$ cat config.mk
export PLATFORM = sky130hd
export DESIGN_NAME = clock_top
export DESIGN_NICKNAME = d
export VERILOG_FILES = /design/src/source/clock_pkg.sv /design/src/source/display_pkg.sv /design/src/source/clock_top.sv /design/src/source/digit_scan.sv /design/src/source/tick_gen.sv /design/src/source/time_ctrl.sv /design/src/source/unit_counter.sv
export SDC_FILE = /design/constraint.sdc
export NUM_CORES = 1
export LEC_CHECK = 0
export ABC_AREA = 1
export BUFFER_PORTS_ARGS = -buffer_cell sky130_fd_sc_hd__buf_4
export CAP_MARGIN = 20
export CORE_MARGIN = 2
export CORE_UTILIZATION = 59
export CTS_CLUSTER_SIZE = 8
export DETAILED_ROUTE_END_ITERATION = 10
export GPL_ROUTABILITY_DRIVEN = 0
export GPL_TIMING_DRIVEN = 0
export PLACE_DENSITY = 0.76
export REMOVE_ABC_BUFFERS = 1
export SLEW_MARGIN = 20
export SYNTH_ARGS = -nofsm -noshare
export SYNTH_HDL_FRONTEND = slang
export SYNTH_SLANG_ARGS = --single-unit
$ cat constraint.sdc
create_clock -name clk -period 4.4 [get_ports clk]
set_input_delay 0.66 -clock clk [delete_from_list [all_inputs] [get_ports clk]]
set_output_delay 0.66 -clock clk [all_outputs]
set_load 0.1 [all_outputs]
$ cat src/source/clock_pkg.sv
// Clock timekeeping definitions
`default_nettype none

package clock_pkg;

	// --------------------------------------------------
	// time units
	// --------------------------------------------------
	localparam int NUM_UNITS = 3;
	localparam int UNIT_W    = 6;	// enough for 0..59

	typedef logic [UNIT_W-1:0] unit_t;

	// edited position, also the counter index
	typedef enum logic [1:0] {
		SEL_SEC  = 2'd0,
		SEL_MIN  = 2'd1,
		SEL_HOUR = 2'd2
	} unit_idx_t;

	// last value before wrap, indexed by unit_idx_t
	localparam unit_t MAX_COUNT [NUM_UNITS] = '{
		unit_t'(59),	// seconds
		unit_t'(59),	// minutes
		unit_t'(23)	// hours
	};

	typedef enum logic {
		MODE_RUN   = 1'b0,
		MODE_SETUP = 1'b1
	} mode_t;

	// --------------------------------------------------
	// divider defaults for a 50 MHz clk
	// --------------------------------------------------
	localparam int SEC_DIV_DEF    = 50_000_000;	// 1 Hz
	localparam int SCAN_DIV_DEF   = 5_000;		// one digit per 100 us
	localparam int SAMPLE_DIV_DEF = 500_000;	// 100 Hz button sampling
	localparam int BLINK_DIV_DEF  = 25_000_000;	// half blink period

endpackage

`default_nettype wire

$ cat src/source/display_pkg.sv
// Seven-segment display definitions
`default_nettype none

package display_pkg;

	localparam int NUM_DIGITS = 6;

	// segments a..g, a in the high bit, active high
	typedef logic [6:0] seg_t;

	// one decimal digit
	typedef logic [3:0] bcd_t;

	// digit enables, active low
	typedef logic [NUM_DIGITS-1:0] enb_t;

	// --------------------------------------------------
	// segment patterns for 0..9
	// --------------------------------------------------
	localparam seg_t SEG_PATTERN [10] = '{
		7'h7E,	// 0
		7'h30,	// 1
		7'h6D,	// 2
		7'h79,	// 3
		7'h33,	// 4
		7'h5B,	// 5
		7'h5F,	// 6
		7'h70,	// 7
		7'h7F,	// 8
		7'h73	// 9
	};

	// blank pattern for anything above 9
	localparam seg_t SEG_BLANK = 7'h00;

endpackage

`default_nettype wire

$ cat src/source/clock_top.sv
// Six-digit clock top level
`timescale 1ns/1ps
`default_nettype none

module clock_top #(
	parameter int SEC_DIV    = clock_pkg::SEC_DIV_DEF,
	parameter int SCAN_DIV   = clock_pkg::SCAN_DIV_DEF,
	parameter int SAMPLE_DIV = clock_pkg::SAMPLE_DIV_DEF,
	parameter int BLINK_DIV  = clock_pkg::BLINK_DIV_DEF
) (
	input  wire               clk,
	input  wire               rst_n,
	input  wire               i_btn_mode,
	input  wire               i_btn_pos,
	input  wire               i_btn_inc,
	output display_pkg::seg_t o_seg,
	output display_pkg::enb_t o_seg_enb,
	output logic              o_setup
);

	logic sec_tick;
	logic scan_tick;
	logic sample_tick;
	logic blink_tick;

	clock_pkg::mode_t     mode;
	clock_pkg::unit_idx_t pos;
	logic [clock_pkg::NUM_UNITS-1:0] step;
	logic [clock_pkg::NUM_UNITS-1:0] wrap;
	clock_pkg::unit_t     units [clock_pkg::NUM_UNITS];

	// --------------------------------------------------
	// strobe dividers
	// --------------------------------------------------
	tick_gen #(.DIV(SEC_DIV))    u_sec_tick    (.clk, .rst_n, .o_tick(sec_tick));
	tick_gen #(.DIV(SCAN_DIV))   u_scan_tick   (.clk, .rst_n, .o_tick(scan_tick));
	tick_gen #(.DIV(SAMPLE_DIV)) u_sample_tick (.clk, .rst_n, .o_tick(sample_tick));
	tick_gen #(.DIV(BLINK_DIV))  u_blink_tick  (.clk, .rst_n, .o_tick(blink_tick));

	time_ctrl u_time_ctrl (
		.clk,
		.rst_n,
		.i_sample_tick (sample_tick),
		.i_sec_tick    (sec_tick),
		.i_btn_mode,
		.i_btn_pos,
		.i_btn_inc,
		.i_wrap        (wrap),
		.o_mode        (mode),
		.o_pos         (pos),
		.o_step        (step)
	);

	// seconds, minutes, hours
	for (genvar i = 0; i < clock_pkg::NUM_UNITS; i++) begin : g_unit
		unit_counter #(.MAX_COUNT(clock_pkg::MAX_COUNT[i])) u_unit_counter (
			.clk,
			.rst_n,
			.i_step  (step[i]),
			.o_value (units[i]),
			.o_wrap  (wrap[i])
		);
	end

	digit_scan u_digit_scan (
		.clk,
		.rst_n,
		.i_scan_tick  (scan_tick),
		.i_blink_tick (blink_tick),
		.i_units      (units),
		.i_mode       (mode),
		.i_pos        (pos),
		.o_seg,
		.o_seg_enb
	);

	assign o_setup = (mode == clock_pkg::MODE_SETUP);

endmodule

`default_nettype wire

$ cat src/source/digit_scan.sv
// Multiplexed display driver
`timescale 1ns/1ps
`default_nettype none

module digit_scan (
	input  wire                  clk,
	input  wire                  rst_n,
	input  wire                  i_scan_tick,
	input  wire                  i_blink_tick,
	input  wire clock_pkg::unit_t i_units [clock_pkg::NUM_UNITS],
	input  wire clock_pkg::mode_t i_mode,
	input  wire clock_pkg::unit_idx_t i_pos,
	output display_pkg::seg_t    o_seg,
	output display_pkg::enb_t    o_seg_enb
);

	localparam int PTR_W = $clog2(display_pkg::NUM_DIGITS);
	localparam logic [PTR_W-1:0] PTR_LAST = PTR_W'(display_pkg::NUM_DIGITS - 1);

	display_pkg::bcd_t digit [display_pkg::NUM_DIGITS];
	display_pkg::bcd_t cur_digit;
	display_pkg::enb_t blank_mask;
	logic [PTR_W-1:0]  ptr;
	logic [PTR_W-1:0]  ptr_nxt;
	logic              blink_ph;	// 0 hides the edited unit

	// --------------------------------------------------
	// tens/ones split, ones on the even digit
	// --------------------------------------------------
	always_comb begin
		for (int u = 0; u < clock_pkg::NUM_UNITS; u++) begin
			digit[2*u]   = display_pkg::bcd_t'(i_units[u] % 10);
			digit[2*u+1] = display_pkg::bcd_t'(i_units[u] / 10);
		end
	end

	always_comb begin
		ptr_nxt = ptr;
		if (i_scan_tick) begin
			ptr_nxt = (ptr == PTR_LAST) ? '0 : ptr + 1'b1;
		end
	end

	// two digits of the edited unit
	always_comb begin
		blank_mask = '0;
		if (i_mode == clock_pkg::MODE_SETUP && !blink_ph) begin
			blank_mask[2*i_pos +: 2] = 2'b11;
		end
	end

	// --------------------------------------------------
	// scan pointer, blink phase, enables
	// --------------------------------------------------
	always_ff @(posedge clk or negedge rst_n) begin
		if (!rst_n) begin
			ptr       <= '0;
			blink_ph  <= 1'b0;
			o_seg_enb <= ~display_pkg::enb_t'(1);	// seconds ones lit
		end else begin
			ptr <= ptr_nxt;
			if (i_blink_tick) begin
				blink_ph <= ~blink_ph;
			end
			o_seg_enb <= ~(display_pkg::enb_t'(1) << ptr_nxt) | blank_mask;
		end
	end

	// decode of the pointed digit
	always_comb begin
		cur_digit = digit[ptr];
		if (cur_digit <= 4'd9) begin
			o_seg = display_pkg::SEG_PATTERN[cur_digit];
		end else begin
			o_seg = display_pkg::SEG_BLANK;
		end
	end

	a_one_enable: assert property (@(posedge clk) disable iff (!rst_n)
		$countones(~o_seg_enb) <= 1);

endmodule

`default_nettype wire

$ cat src/source/tick_gen.sv
// Periodic strobe generator
`timescale 1ns/1ps
`default_nettype none

module tick_gen #(
	parameter int DIV = 2
) (
	input  wire  clk,
	input  wire  rst_n,
	output logic o_tick
);

	localparam int CNT_W = $clog2(DIV);
	localparam logic [CNT_W-1:0] CNT_LAST = CNT_W'(DIV - 1);

	logic [CNT_W-1:0] cnt;

	always_ff @(posedge clk or negedge rst_n) begin
		if (!rst_n) begin
			cnt    <= '0;
			o_tick <= 1'b0;
		end else begin
			if (cnt == CNT_LAST) begin
				cnt    <= '0;
				o_tick <= 1'b1;	// strobe on the wrap
			end else begin
				cnt    <= cnt + 1'b1;
				o_tick <= 1'b0;
			end
		end
	end

	// strobe lasts exactly one cycle
	a_tick_single: assert property (@(posedge clk) disable iff (!rst_n) o_tick |=> !o_tick);

endmodule

`default_nettype wire

$ cat src/source/time_ctrl.sv
// Button handling and step routing
`timescale 1ns/1ps
`default_nettype none

module time_ctrl (
	input  wire                  clk,
	input  wire                  rst_n,
	input  wire                  i_sample_tick,
	input  wire                  i_sec_tick,
	input  wire                  i_btn_mode,
	input  wire                  i_btn_pos,
	input  wire                  i_btn_inc,
	input  wire  [2:0]           i_wrap,
	output clock_pkg::mode_t     o_mode,
	output clock_pkg::unit_idx_t o_pos,
	output logic [2:0]           o_step
);

	localparam int BTN_MODE = 0;
	localparam int BTN_POS  = 1;
	localparam int BTN_INC  = 2;

	logic [2:0] btn_smp;	// latest sample
	logic [2:0] btn_prev;	// sample before that
	logic       smp_d;	// a sample was taken last edge
	logic [2:0] press;

	// --------------------------------------------------
	// sampling and edge detect
	// --------------------------------------------------
	always_ff @(posedge clk or negedge rst_n) begin
		if (!rst_n) begin
			btn_smp  <= '0;
			btn_prev <= '0;
			smp_d    <= 1'b0;
		end else begin
			smp_d <= i_sample_tick;
			if (i_sample_tick) begin
				btn_smp  <= {i_btn_inc, i_btn_pos, i_btn_mode};
				btn_prev <= btn_smp;
			end
		end
	end

	// rising level between two samples, valid for one cycle
	assign press = smp_d ? (btn_smp & ~btn_prev) : 3'b000;

	// --------------------------------------------------
	// mode and edit position
	// --------------------------------------------------
	always_ff @(posedge clk or negedge rst_n) begin
		if (!rst_n) begin
			o_mode <= clock_pkg::MODE_RUN;
			o_pos  <= clock_pkg::SEL_SEC;
		end else begin
			if (press[BTN_MODE]) begin
				o_mode <= (o_mode == clock_pkg::MODE_RUN) ?
					clock_pkg::MODE_SETUP : clock_pkg::MODE_RUN;
			end
			if (press[BTN_POS]) begin
				case (o_pos)
					clock_pkg::SEL_SEC: o_pos <= clock_pkg::SEL_MIN;
					clock_pkg::SEL_MIN: o_pos <= clock_pkg::SEL_HOUR;
					default:            o_pos <= clock_pkg::SEL_SEC;
				endcase
			end
		end
	end

	// run: second tick plus carry chain; setup: inc press on the selected unit only
	always_comb begin
		o_step = 3'b000;
		if (o_mode == clock_pkg::MODE_RUN) begin
			o_step = {i_wrap[1:0], i_sec_tick};
		end else begin
			o_step[o_pos] = press[BTN_INC];
		end
	end

	a_step_onehot: assert property (@(posedge clk) disable iff (!rst_n) $onehot0(o_step));

endmodule

`default_nettype wire

$ cat src/source/unit_counter.sv
// Modulo counter for one time unit
`timescale 1ns/1ps
`default_nettype none

module unit_counter #(
	parameter clock_pkg::unit_t MAX_COUNT = clock_pkg::unit_t'(59)
) (
	input  wire              clk,
	input  wire              rst_n,
	input  wire              i_step,
	output clock_pkg::unit_t o_value,
	output logic             o_wrap
);

	always_ff @(posedge clk or negedge rst_n) begin
		if (!rst_n) begin
			o_value <= '0;
			o_wrap  <= 1'b0;
		end else begin
			o_wrap <= 1'b0;
			if (i_step) begin
				if (o_value == MAX_COUNT) begin
					o_value <= '0;
					o_wrap  <= 1'b1;	// carry for the next unit
				end else begin
					o_value <= o_value + 1'b1;
				end
			end
		end
	end

	a_value_range: assert property (@(posedge clk) disable iff (!rst_n) o_value <= MAX_COUNT);

endmodule

`default_nettype wire
==> qor.yml, run 1 <==
worst_setup_path:
  worstSetupStartpointType: "flip-flop"
  cp-end-kind: "output port"
  timing_worst_setup_path_type: "reg2out"
  cp.required_ns: 3.74
  critPathMaxFanout: 5
  worstPathArrival_ns: 3.56
detailed_routing:
  drc: 0
  vias_per_cell: 5.23
  initialDrtViolationCount: 229
  wirelength_mm: 14.3
  route.vias.total: 6056
  drt.antenna.violating_nets: 0
  detailed_route_wire_length_per_cell_um: 12.4
  detailed_routing_iteration_count_for_the_pre_antenna_repair_pass: 4
floorplanning:
  die-width_um: 117
  num_rows: 41
  dieArea_mm2: 0.0136
  ioPinCount: 19
  die_height_um: 117
  effective_utilization_at_floorplan: 0.597
  core_mm2: 0.0125
logic_synthesis:
  avgSynthCellArea_um2: 8.04
  synth_seq_cells: 127
  async_flop_share: 1.00
  synth_enable_flop_cells: 0
  ys.flop_type: "sky130_fd_sc_hd__dfrtp_1"
  seq_area_frac_synth: 0.426
  synth_top_area_share: 0.408
  post_synthesis_cell_count: 930
  netlist-cell-type-count: 49
  post_synth_instance_area_mm2: 0.00748
  synthesis.yosys.warnings: 0
  netlist.top_cell.by_area: "sky130_fd_sc_hd__dfrtp_1"
  yosys.cell_count.top_type: "sky130_fd_sc_hd__inv_1"
  netlist_top_cells_area: "sky130_fd_sc_hd__dfrtp_1, sky130_fd_sc_hd__inv_1, sky130_fd_sc_hd__nand2_1"
  top_cells_by_instance_count_after_synthesis: "sky130_fd_sc_hd__inv_1, sky130_fd_sc_hd__nand2_1, sky130_fd_sc_hd__dfrtp_1"
global_route:
  grt_pass1_wl_mm: 24.2
  grt_max_degree: 66
  grt-ovfl-total: 0
  antenna_found_initial: 0
  grtUsageTotal: 0.224
  grt_pass1_vias: 5572
status:
  run_status: "complete, no violations"
pwr:
  p_per_area_mw_per_mm2: 301
  p_leak_nw: 4.26
  vdd.ir_drop.worst_mv: 0.193
  total_power_mw: 2.61
sta:
  setup_viol: 0
  period_share: 0.958
  slack_of_the_critical_path_ns: 0.184
  slew-limit-headroom: 0.332
  min_period_ns: 4.22
  clock-skew-final_ns: 0.00722
  timing.final.max_slew_violations: 0
  fmax_mhz: 237
  total_negative_slack_ns: 0
  worstMarginPinSlew_ns: 0.998
  timing_hold_violations_final: 0
placed_design:
  dpl.hpwl_mm: 9.93
  place_worst_setup_slack_ns: 0.403
  port_buffers: 18
  placed_cell_area_mm2: 0.00783
clocking:
  htree_num_levels: 4
  clk_root_buffer_cell: "sky130_fd_sc_hd__clkbuf_16"
  cts_tree: "yes"
  clock_sinks: 127
  tritoncts.num_buffers: 17
  worst_skew_pair.late_latency_ns: 0.42
  clk_pin_slew_ns: 0.06
  cts_max_path_buffers: 2
  cts_hold_repair.buffers: 0
min_path:
  hold_path.class: "in2async"
layout:
  synthToLayoutAreaGrowth_pct: 16.3
  antenna-diode-count: 0
  final_net_count: 1006
  layout-drive-gt1-share: 0.154
  design_area_mm2: 0.00869
  finalCoreUtilization: 0.695
job:
  cap_viol_max_count: 0
==> routing by layer <==
layer  global-route usage  up-vias  wire length [um]  share of wire
li1                     -     3125                 -              -
met1                0.281     2830              6700           0.47
met2                0.383       84              6980           0.49
met3               0.0477       17               433          0.030
met4               0.0863        0               203          0.014
met5                    0        -                 0              0
==> critical path, stage by stage (launching register included) <==
cell and delay (ns):
sky130_fd_sc_hd__dfrtp_2 0.45, sky130_fd_sc_hd__inv_4 0.08, sky130_fd_sc_hd__ha_1 0.13, sky130_fd_sc_hd__inv_1 0.04, sky130_fd_sc_hd__ha_1 0.26, sky130_fd_sc_hd__inv_1 0.05
sky130_fd_sc_hd__a21oi_4 0.19, sky130_fd_sc_hd__nand3_2 0.09, sky130_fd_sc_hd__nand2_1 0.08, sky130_fd_sc_hd__nand2_1 0.04, sky130_fd_sc_hd__nand2_1 0.06, sky130_fd_sc_hd__nand2_2 0.06
sky130_fd_sc_hd__nor2_4 0.16, sky130_fd_sc_hd__nand3_1 0.10, sky130_fd_sc_hd__nand3_1 0.10, sky130_fd_sc_hd__nand3_1 0.08, sky130_fd_sc_hd__nand2_2 0.08, sky130_fd_sc_hd__nand2_2 0.08
sky130_fd_sc_hd__inv_4 0.09, sky130_fd_sc_hd__ha_1 0.15, sky130_fd_sc_hd__nor2_1 0.04, sky130_fd_sc_hd__nand3b_4 0.18, sky130_fd_sc_hd__nor2_1 0.13, sky130_fd_sc_hd__nor2_1 0.05
sky130_fd_sc_hd__nor2_1 0.13, sky130_fd_sc_hd__buf_6 0.24
==> where the power goes <==
part / switching [mW] / total [mW] / internal [mW]
registers: 0 / 1.17 / 1.17
logic: 0.0226 / 0.0278 / 0.00514
clock network: 0.515 / 1.42 / 0.903
==> sequential cells by signal (all words and copies together) (netlist names), 2 cells and up <==
register                       count
u_scan_tick.cnt                   13
u_digit_scan.ptr                   3
u_time_ctrl.btn_smp                3
u_blink_tick.cnt                  25
u_sample_tick.cnt                 19
u_digit_scan.o_seg_enb             6
u_sec_tick.cnt                    26
g_unit.u_unit_counter.o_value     18
u_time_ctrl.o_pos                  2
g_unit.u_unit_counter.o_wrap       2
u_time_ctrl.btn_prev               3
==> cell usage in the layout (no fill, tap or decap), drive strengths merged, types with 3 or more instances in the layout <==
cell / instances
a211oi: 3
a21oi: 40
and3: 4
buf: 31
bufinv: 3
clkbuf: 18
clkinv: 6
clkinvlp: 4
dfrtp: 122
dfstp: 5
ha: 28
inv: 164
nand2: 168
nand3: 77
nand3b: 7
nand4: 35
nor2: 107
nor3: 41
nor3b: 3
nor4: 16
o211ai: 5
o21a: 4
o21ai: 33
xnor2: 8
xor2: 39
==> kinds of logic after synthesis <==
logic type	after synthesis	synth area share
AO/OA/AOI/OAI	97	0.0768
XOR/XNOR	47	0.0551
adder cells (fa/ha/maj)	28	0.0469
buffers and inverters	170	0.0857
flip-flops	127	0.426
multiplexers	2	0.00301
AND/OR/NAND/NOR	459	0.307
==> worst paths after layout <==
path                                                            startpoint                                   to  slack (ns)  cells after the start
setup / recovery           g_unit[0].u_unit_counter.o_value[3]$_DFFE_PN0P_                             o_seg[2]        0.18                     25
hold / removal                                                       rst_n      u_sample_tick.cnt[13]$_DFF_PN0_        0.21                      1
setup reg to reg                               u_sec_tick.cnt[0]$_DFF_PN0_         u_sec_tick.cnt[18]$_DFF_PN0_        2.03                      7
hold reg to reg                              u_blink_tick.o_tick$_DFF_PN0_    u_digit_scan.blink_ph$_DFFE_PN0P_        0.44                      1
max in group asynchronous                                            rst_n  u_digit_scan.o_seg_enb[2]$_DFF_PN1_        3.45                      2
min in group clk                             u_blink_tick.o_tick$_DFF_PN0_    u_digit_scan.blink_ph$_DFFE_PN0P_        0.44                      1
==> repair_timing <==
item / in CTS / in global routing
endpoints found under the setup margin: 6 / 7
pin swaps: 0 / 4
buffers inserted: 0 / 12
cloned: 0 / 0
resized for setup: 6 / 42
==> area by class of cell <==
cell class              count  area (um2)
clock inverters            14         166
flip-flops and latches    127        3190
inverters                 163         622
repair buffers             31         314
well taps                 172         215
clock buffers              18         439
fillers                  1036        3820
multi-input cells         633        3750
==> per-stage QoR <==
| step | hold slack, ns | instances |
|---|---|---|
| CTS | 0.229 | 1146 |
| floorplan | 0.364 | 923 |
| global route | 0.260 | 1158 |
| global placement | 0.419 | 1113 |
| finish | 0.213 | 1158 |
| detailed placement | 0.443 | 1114 |
Power figures use the tool's default switching activity.
==> run 2: changes to the inputs <==
--- a/config.mk
+++ b/config.mk
@@ -15,6 +15,7 @@
 export GPL_ROUTABILITY_DRIVEN = 0
 export GPL_TIMING_DRIVEN = 0
 export PLACE_DENSITY = 0.76
+export RECOVER_POWER = 100
 export REMOVE_ABC_BUFFERS = 1
 export SLEW_MARGIN = 20
 export SYNTH_ARGS = -nofsm -noshare
==> run 2 against run 1 <==
Net effect:
- the flow now finishes with violations (max-capacitance violations, max-slew violations)
- cell count unchanged
- global-route usage unchanged
- die area did not move
- sequential share of layout area up 0.48 points
- clock skew is 0.0022 ns higher
- wire length decreased by 0.30%
- critical path type unchanged
- largest cell class unchanged
- highest routed layer unchanged
==> qor.yml, run 2 (synthesized netlist as in run 1, its figures left out) <==
clocking:
  clk_root_buffer_cell: "sky130_fd_sc_hd__clkbuf_16"
  cts_max_path_buffers: 2
  clock_sinks: 127
  htree_num_levels: 4
  cts_hold_repair.buffers: 0
  worst_skew_pair.late_latency_ns: 0.42
  tritoncts.num_buffers: 17
  cts_tree: "yes"
  clk_pin_slew_ns: 0.06
global_route:
  grt_max_degree: 66
  grt-ovfl-total: 0
  grt_pass1_wl_mm: 24.2
  grt_pass1_vias: 5572
  grtUsageTotal: 0.224
  antenna_found_initial: 0
worst_setup_path:
  buffering_stage_count_on_the_worst_path_with_inverters_included: 5
  crit_end: "o_seg[2]"
  ff2ff_path_depth: 11
  rr_endpoint: "u_sec_tick.cnt[24]$_DFF_PN0_"
  cp.required_ns: 3.74
  timing.critical_path.slowest_stage_cell: "sky130_fd_sc_hd__dfrtp_2"
  critPathMaxStageDelay_ns: 0.45
  critical_path.startpoint: "g_unit[0].u_unit_counter.o_value[3]$_DFFE_PN0P_"
  crit_family: "simple AND/OR/NAND/NOR gates"
  worstReg2RegStart: "u_sec_tick.cnt[0]$_DFF_PN0_"
  worstSetupStartpointType: "flip-flop"
  timing_worst_setup_path_type: "reg2out"
  worstSetupPathDepth: 25
  worst-r2r-setup-slack_ns: 1.38
  worst_path_most_repeated_cell: "sky130_fd_sc_hd__nor2_1"
  cp-end-kind: "output port"
  critPathMaxFanout: 5
  worstPathArrival_ns: 3.56
detailed_routing:
  route.vias.total: 6066
  wirelength_mm: 14.3
  detailed_routing_iteration_count_for_the_pre_antenna_repair_pass: 4
  vias_per_cell: 5.24
  drt.antenna.violating_nets: 0
  detailed_route_wire_length_per_cell_um: 12.3
  drc: 0
  initialDrtViolationCount: 222
layout:
  synthToLayoutAreaGrowth_pct: 14.8
  final_net_count: 1006
  antenna-diode-count: 0
  layout-drive-gt1-share: 0.135
  number_of_flip_flops_under_the_largest_register_name: 26
  layout_common_cells: "sky130_fd_sc_hd__inv_1, sky130_fd_sc_hd__nand2_1, sky130_fd_sc_hd__dfrtp_1"
  top_regs: "u_sec_tick.cnt (26), u_blink_tick.cnt (25), u_sample_tick.cnt (19)"
  finalCoreUtilization: 0.686
  top_register: "u_sec_tick.cnt"
  layout.cells.most_common: "sky130_fd_sc_hd__inv_1"
status:
  violations_in_the_final_reports: "max-capacitance violations, max-slew violations"
  run_status: "complete, but fails checks"
sta:
  timing.final.max_slew_violations: 66
  timing_hold_violations_final: 0
  slack_of_the_critical_path_ns: 0.184
  slew-limit-headroom: -0.839
  setup_viol: 0
  min_period_ns: 4.22
  fmax_mhz: 237
  period_share: 0.958
  worstMarginPinSlew_ns: 2.76
  clock-skew-final_ns: 0.00941
job:
  cap_viol_max_count: 1
floorplanning:
  die_height_um: 117
  dieArea_mm2: 0.0136
  num_rows: 41
  ioPinCount: 19
  effective_utilization_at_floorplan: 0.597
  die-width_um: 117
  core_mm2: 0.0125
min_path:
  hold_path.class: "in2async"
pwr:
  vdd.ir_drop.worst_mv: 0.193
  p_leak_nw: 4.21
  p_per_area_mw_per_mm2: 304
placed_design:
  place_worst_setup_slack_ns: 0.403
  dpl.hpwl_mm: 9.93
  port_buffers: 18
## run 2: changes by cell type in the layout (fill, tap and decap cells not counted), moves of 4 or more
cell / before / now
sky130_fd_sc_hd__nor2_1: 95 / 99
sky130_fd_sc_hd__buf_4: 23 / 15
sky130_fd_sc_hd__nor3_1: 36 / 40
sky130_fd_sc_hd__clkbuf_1: 0 / 7
## run 2: worst min-delay path by stage
| stage | from | end | slack (ns) | cells after the start |
|---|---|---|---|---|
| 2_1_floorplan | rst_n | g_unit[0].u_unit_counter.o_value[0]$_DFFE_PN0P_ | 0.36 | 0 |
| 3_3_place_gp | u_blink_tick.o_tick$_DFF_PN0_ | u_digit_scan.blink_ph$_DFFE_PN0P_ | 0.42 | 1 |
| 3_5_place_dp | u_blink_tick.o_tick$_DFF_PN0_ | u_digit_scan.blink_ph$_DFFE_PN0P_ | 0.44 | 1 |
| 4_1_cts | rst_n | u_sample_tick.cnt[13]$_DFF_PN0_ | 0.23 | 1 |
| 5_1_grt | rst_n | u_sample_tick.cnt[13]$_DFF_PN0_ | 0.25 | 1 |
| 6_report | rst_n | u_sample_tick.cnt[13]$_DFF_PN0_ | 0.20 | 1 |
## run 2: report_power, final
part | leakage [nW] | total (mW) | internal (mW) | switching, mW
Combinational | 2.23 | 0.0253 | 0.00331 | 0.0220
Clock | 0.288 | 1.42 | 0.903 | 0.516
Sequential | 1.69 | 1.17 | 1.17 | 0
## run 2: timing repair
item / CTS / global route
buffers inserted: 0 / 12
pin swaps: 0 / 4
cloned: 0 / 0
setup endpoints to repair: 6 / 7
gates resized for setup: 6 / 42
## run 2: metal layers
layer  share of wire  global-route usage  vias to the layer above
li1                -                   -                     3122
met1            0.46               0.281                     2829
met2            0.49               0.383                       88
met3           0.031              0.0477                       27
met4           0.020              0.0863                        0
met5               0                   0                        -
## run 2: stage by stage
| step | hold slack [ns] | cell area [um2] | power (mW) | TNS [ns] | instances |
|---|---|---|---|---|---|
| finish | 0.199 | 8580 | 2.61 | 0 | 1158 |
| global route | 0.249 | 8580 | 2.70 | -0.0771 | 1158 |
| floorplan | 0.364 | 7450 | 1.19 | -0.299 | 923 |
| detailed placement | 0.443 | 7830 | 1.22 | 0 | 1114 |
| global placement | 0.419 | 7800 | 1.22 | 0 | 1113 |
| CTS | 0.229 | 8450 | 2.64 | 0 | 1146 |
## run 2: layout make-up
class | instances | area, um2
clock buffer | 18 | 439
fill | 1055 | 3930
timing repair buffer | 31 | 268
clock inverter | 14 | 166
inverter | 163 | 622
multi-input combinational | 633 | 3680
sequential | 127 | 3190
tap | 172 | 215
==> run 3: changes to the inputs <==
--- a/config.mk
+++ b/config.mk
@@ -9,12 +9,11 @@
 export BUFFER_PORTS_ARGS = -buffer_cell sky130_fd_sc_hd__buf_4
 export CAP_MARGIN = 20
 export CORE_MARGIN = 2
-export CORE_UTILIZATION = 59
+export CORE_UTILIZATION = 45
 export CTS_CLUSTER_SIZE = 8
 export DETAILED_ROUTE_END_ITERATION = 10
 export GPL_ROUTABILITY_DRIVEN = 0
 export GPL_TIMING_DRIVEN = 0
-export PLACE_DENSITY = 0.76
 export RECOVER_POWER = 100
 export REMOVE_ABC_BUFFERS = 1
 export SLEW_MARGIN = 20
==> run 3 against run 2 <==
Net effect:
- the flow still finishes with violations (max-capacitance violations, max-slew violations)
- clock power about the same
- non-clock buffer count decreased by 4
- die area increased by 30%
- critical path depth decreased by 2
==> qor.yml, run 3 (synthesized netlist as in run 1, its figures left out) <==
floorplanning:
  num_rows: 47
  core_mm2: 0.0164
  ioPinCount: 19
  die_height_um: 133
  dieArea_mm2: 0.0177
  die-width_um: 133
  effective_utilization_at_floorplan: 0.456
worst_setup_path:
  worstSetupStartpointType: "flip-flop"
  cp.required_ns: 3.74
  worstPathArrival_ns: 3.48
  cp-end-kind: "output port"
  critPathMaxFanout: 5
  timing_worst_setup_path_type: "reg2out"
sta:
  timing.final.max_slew_violations: 30
  setup_viol: 0
  period_share: 0.940
  grt_setup_unrepaired: "no"
  clock-skew-final_ns: 0.00819
  worstMarginPinSlew_ns: 1.81
  slew-limit-headroom: -0.209
  timing_hold_violations_final: 0
  fmax_mhz: 242
  slack_of_the_critical_path_ns: 0.263
  min_period_ns: 4.14
  total_negative_slack_ns: 0
clocking:
  cts_max_path_buffers: 2
  clock_sinks: 127
  cts_tree: "yes"
  worst_skew_pair.late_latency_ns: 0.42
  clk_root_buffer_cell: "sky130_fd_sc_hd__clkbuf_16"
  tritoncts.num_buffers: 17
  htree_num_levels: 4
  cts_hold_repair.buffers: 0
  clk_pin_slew_ns: 0.06
global_route:
  grt-ovfl-total: 0
  grt_pass1_wl_mm: 24.7
  grtUsageTotal: 0.171
  antenna_found_initial: 0
  grt_max_degree: 99
  grt_pass1_vias: 5582
pwr:
  p_leak_nw: 4.17
  internal_power_mw: 2.11
  clock_power_share: 0.546
  vdd.ir_drop.worst_mv: 0.257
  p_sw_mw: 0.528
  p_comb_frac: 0.010
  swShare: 0.200
  power_frac_seq: 0.443
  p_per_area_mw_per_mm2: 306
  total_power_mw: 2.64
layout:
  layout_common_cells: "sky130_fd_sc_hd__inv_1, sky130_fd_sc_hd__nand2_1, sky130_fd_sc_hd__dfrtp_1"
  final_net_count: 1002
  layout-drive-gt1-share: 0.138
  layout.area.seq_mm2: 0.00319
  antenna-diode-count: 0
  synthToLayoutAreaGrowth_pct: 15.3
  top_regs: "u_sec_tick.cnt (26), u_blink_tick.cnt (25), u_sample_tick.cnt (19)"
  n_fill_cell: 1550
  top_register: "u_sec_tick.cnt"
  number_of_flip_flops_under_the_largest_register_name: 26
  design_area_mm2: 0.00862
  multi_input_area_mm2: 0.00372
  layout.cells.most_common: "sky130_fd_sc_hd__inv_1"
status:
  violations_in_the_final_reports: "max-capacitance violations, max-slew violations"
  run_status: "complete, but fails checks"
detailed_routing:
  detailed_routing_iteration_count_for_the_pre_antenna_repair_pass: 6
  vias_per_cell: 4.94
  initialDrtViolationCount: 277
  drt.antenna.violating_nets: 0
  detailed_route_wire_length_per_cell_um: 12.0
  wirelength_mm: 14.4
  route.vias.total: 5941
  drc: 0
job:
  cap_viol_max_count: 1
placed_design:
  port_buffers: 18
  dpl.hpwl_mm: 10.4
  place_worst_setup_slack_ns: 0.448
  placed_cell_area_mm2: 0.00789
min_path:
  hold_path.class: "reg2reg"
-- run 3: changes by cell type in the layout (fill, tap and decap cells not counted), moves of 3 or more --
cell                       delta
sky130_fd_sc_hd__clkbuf_1     +4
sky130_fd_sc_hd__nand3_1      -5
sky130_fd_sc_hd__inv_2        +3
sky130_fd_sc_hd__nand3_2      +4
sky130_fd_sc_hd__nand2_2      +3
sky130_fd_sc_hd__nand2_1      -3
-- run 3: critical path, cell delays in order, from the launching register on --
cell	delay, ns
sky130_fd_sc_hd__dfrtp_1	0.42
sky130_fd_sc_hd__nor2_2	0.17
sky130_fd_sc_hd__inv_2	0.07
sky130_fd_sc_hd__ha_1	0.28
sky130_fd_sc_hd__o21ai_2	0.16
sky130_fd_sc_hd__inv_1	0.09
sky130_fd_sc_hd__nor2_2	0.11
sky130_fd_sc_hd__nand2_2	0.09
sky130_fd_sc_hd__nand2_1	0.07
sky130_fd_sc_hd__nand2_1	0.07
sky130_fd_sc_hd__nand2_2	0.12
sky130_fd_sc_hd__nand4_1	0.13
sky130_fd_sc_hd__nand3_2	0.10
sky130_fd_sc_hd__nand3_2	0.08
sky130_fd_sc_hd__nand2_2	0.09
sky130_fd_sc_hd__nand2_4	0.07
sky130_fd_sc_hd__inv_4	0.08
sky130_fd_sc_hd__ha_4	0.13
sky130_fd_sc_hd__nor2_1	0.04
sky130_fd_sc_hd__nand3b_4	0.17
sky130_fd_sc_hd__nand2_2	0.08
sky130_fd_sc_hd__inv_2	0.05
sky130_fd_sc_hd__nor2_1	0.14
sky130_fd_sc_hd__buf_6	0.24
-- run 3: power groups by stage --
stage                     Combinational, mW  Clock, mW  Sequential, mW
after floorplan                   0.0000170          0            1.19
after global placement               0.0268          0            1.19
after detailed placement             0.0307          0            1.19
after CTS                            0.0308       1.47            1.17
after global routing                 0.0331       1.53            1.17
final                                0.0274       1.44            1.17
-- run 3: layout make-up --
class	count	area share
clock buffer	23	0.0554
multi-input combinational	633	0.431
clock inverter	9	0.0152
tap	220	0.0319
sequential	127	0.370
timing repair buffer	27	0.0251
inverter	163	0.0715
-- run 3: metal layers --
layer  wire length [um]  track usage
met1               7160        0.222
met2               6670        0.279
met5                  0            0
met3                379       0.0391
met4                208       0.0633
-- run 3: stage by stage --
step	hold WS, ns	cells	util
4_1_cts	0.0825	1194	0.520
5_1_grt	0.460	1202	0.526
3_5_place_dp	0.442	1162	0.481
6_report	0.446	1202	0.526
2_1_floorplan	0.364	923	-
3_3_place_gp	0.418	1161	0.479
-- run 3: worst paths after layout --
path,startpoint,endpoint,slack [ns],cells after the start
max,g_unit[1].u_unit_counter.o_value[3]$_DFFE_PN0P_,o_seg[6],0.26,23
min,u_blink_tick.o_tick$_DFF_PN0_,u_digit_scan.blink_ph$_DFFE_PN0P_,0.45,1
max reg2reg,u_sec_tick.cnt[0]$_DFF_PN0_,u_sec_tick.cnt[22]$_DFF_PN0_,1.37,11
min reg2reg,u_blink_tick.o_tick$_DFF_PN0_,u_digit_scan.blink_ph$_DFFE_PN0P_,0.45,1
max in group asynchronous,rst_n,g_unit[0].u_unit_counter.o_value[4]$_DFFE_PN0P_,2.44,2
min in group asynchronous,rst_n,g_unit[1].u_unit_counter.o_value[5]$_DFFE_PN0P_,0.72,1
-- run 3: what timing repair did --
action | 4_1_cts | 5_1_grt
buffers inserted | 0 | 8
resized for setup | 6 | 39
endpoints found under the setup margin | 6 | 7
cloned | 0 | 0
pin swaps | 0 | 14
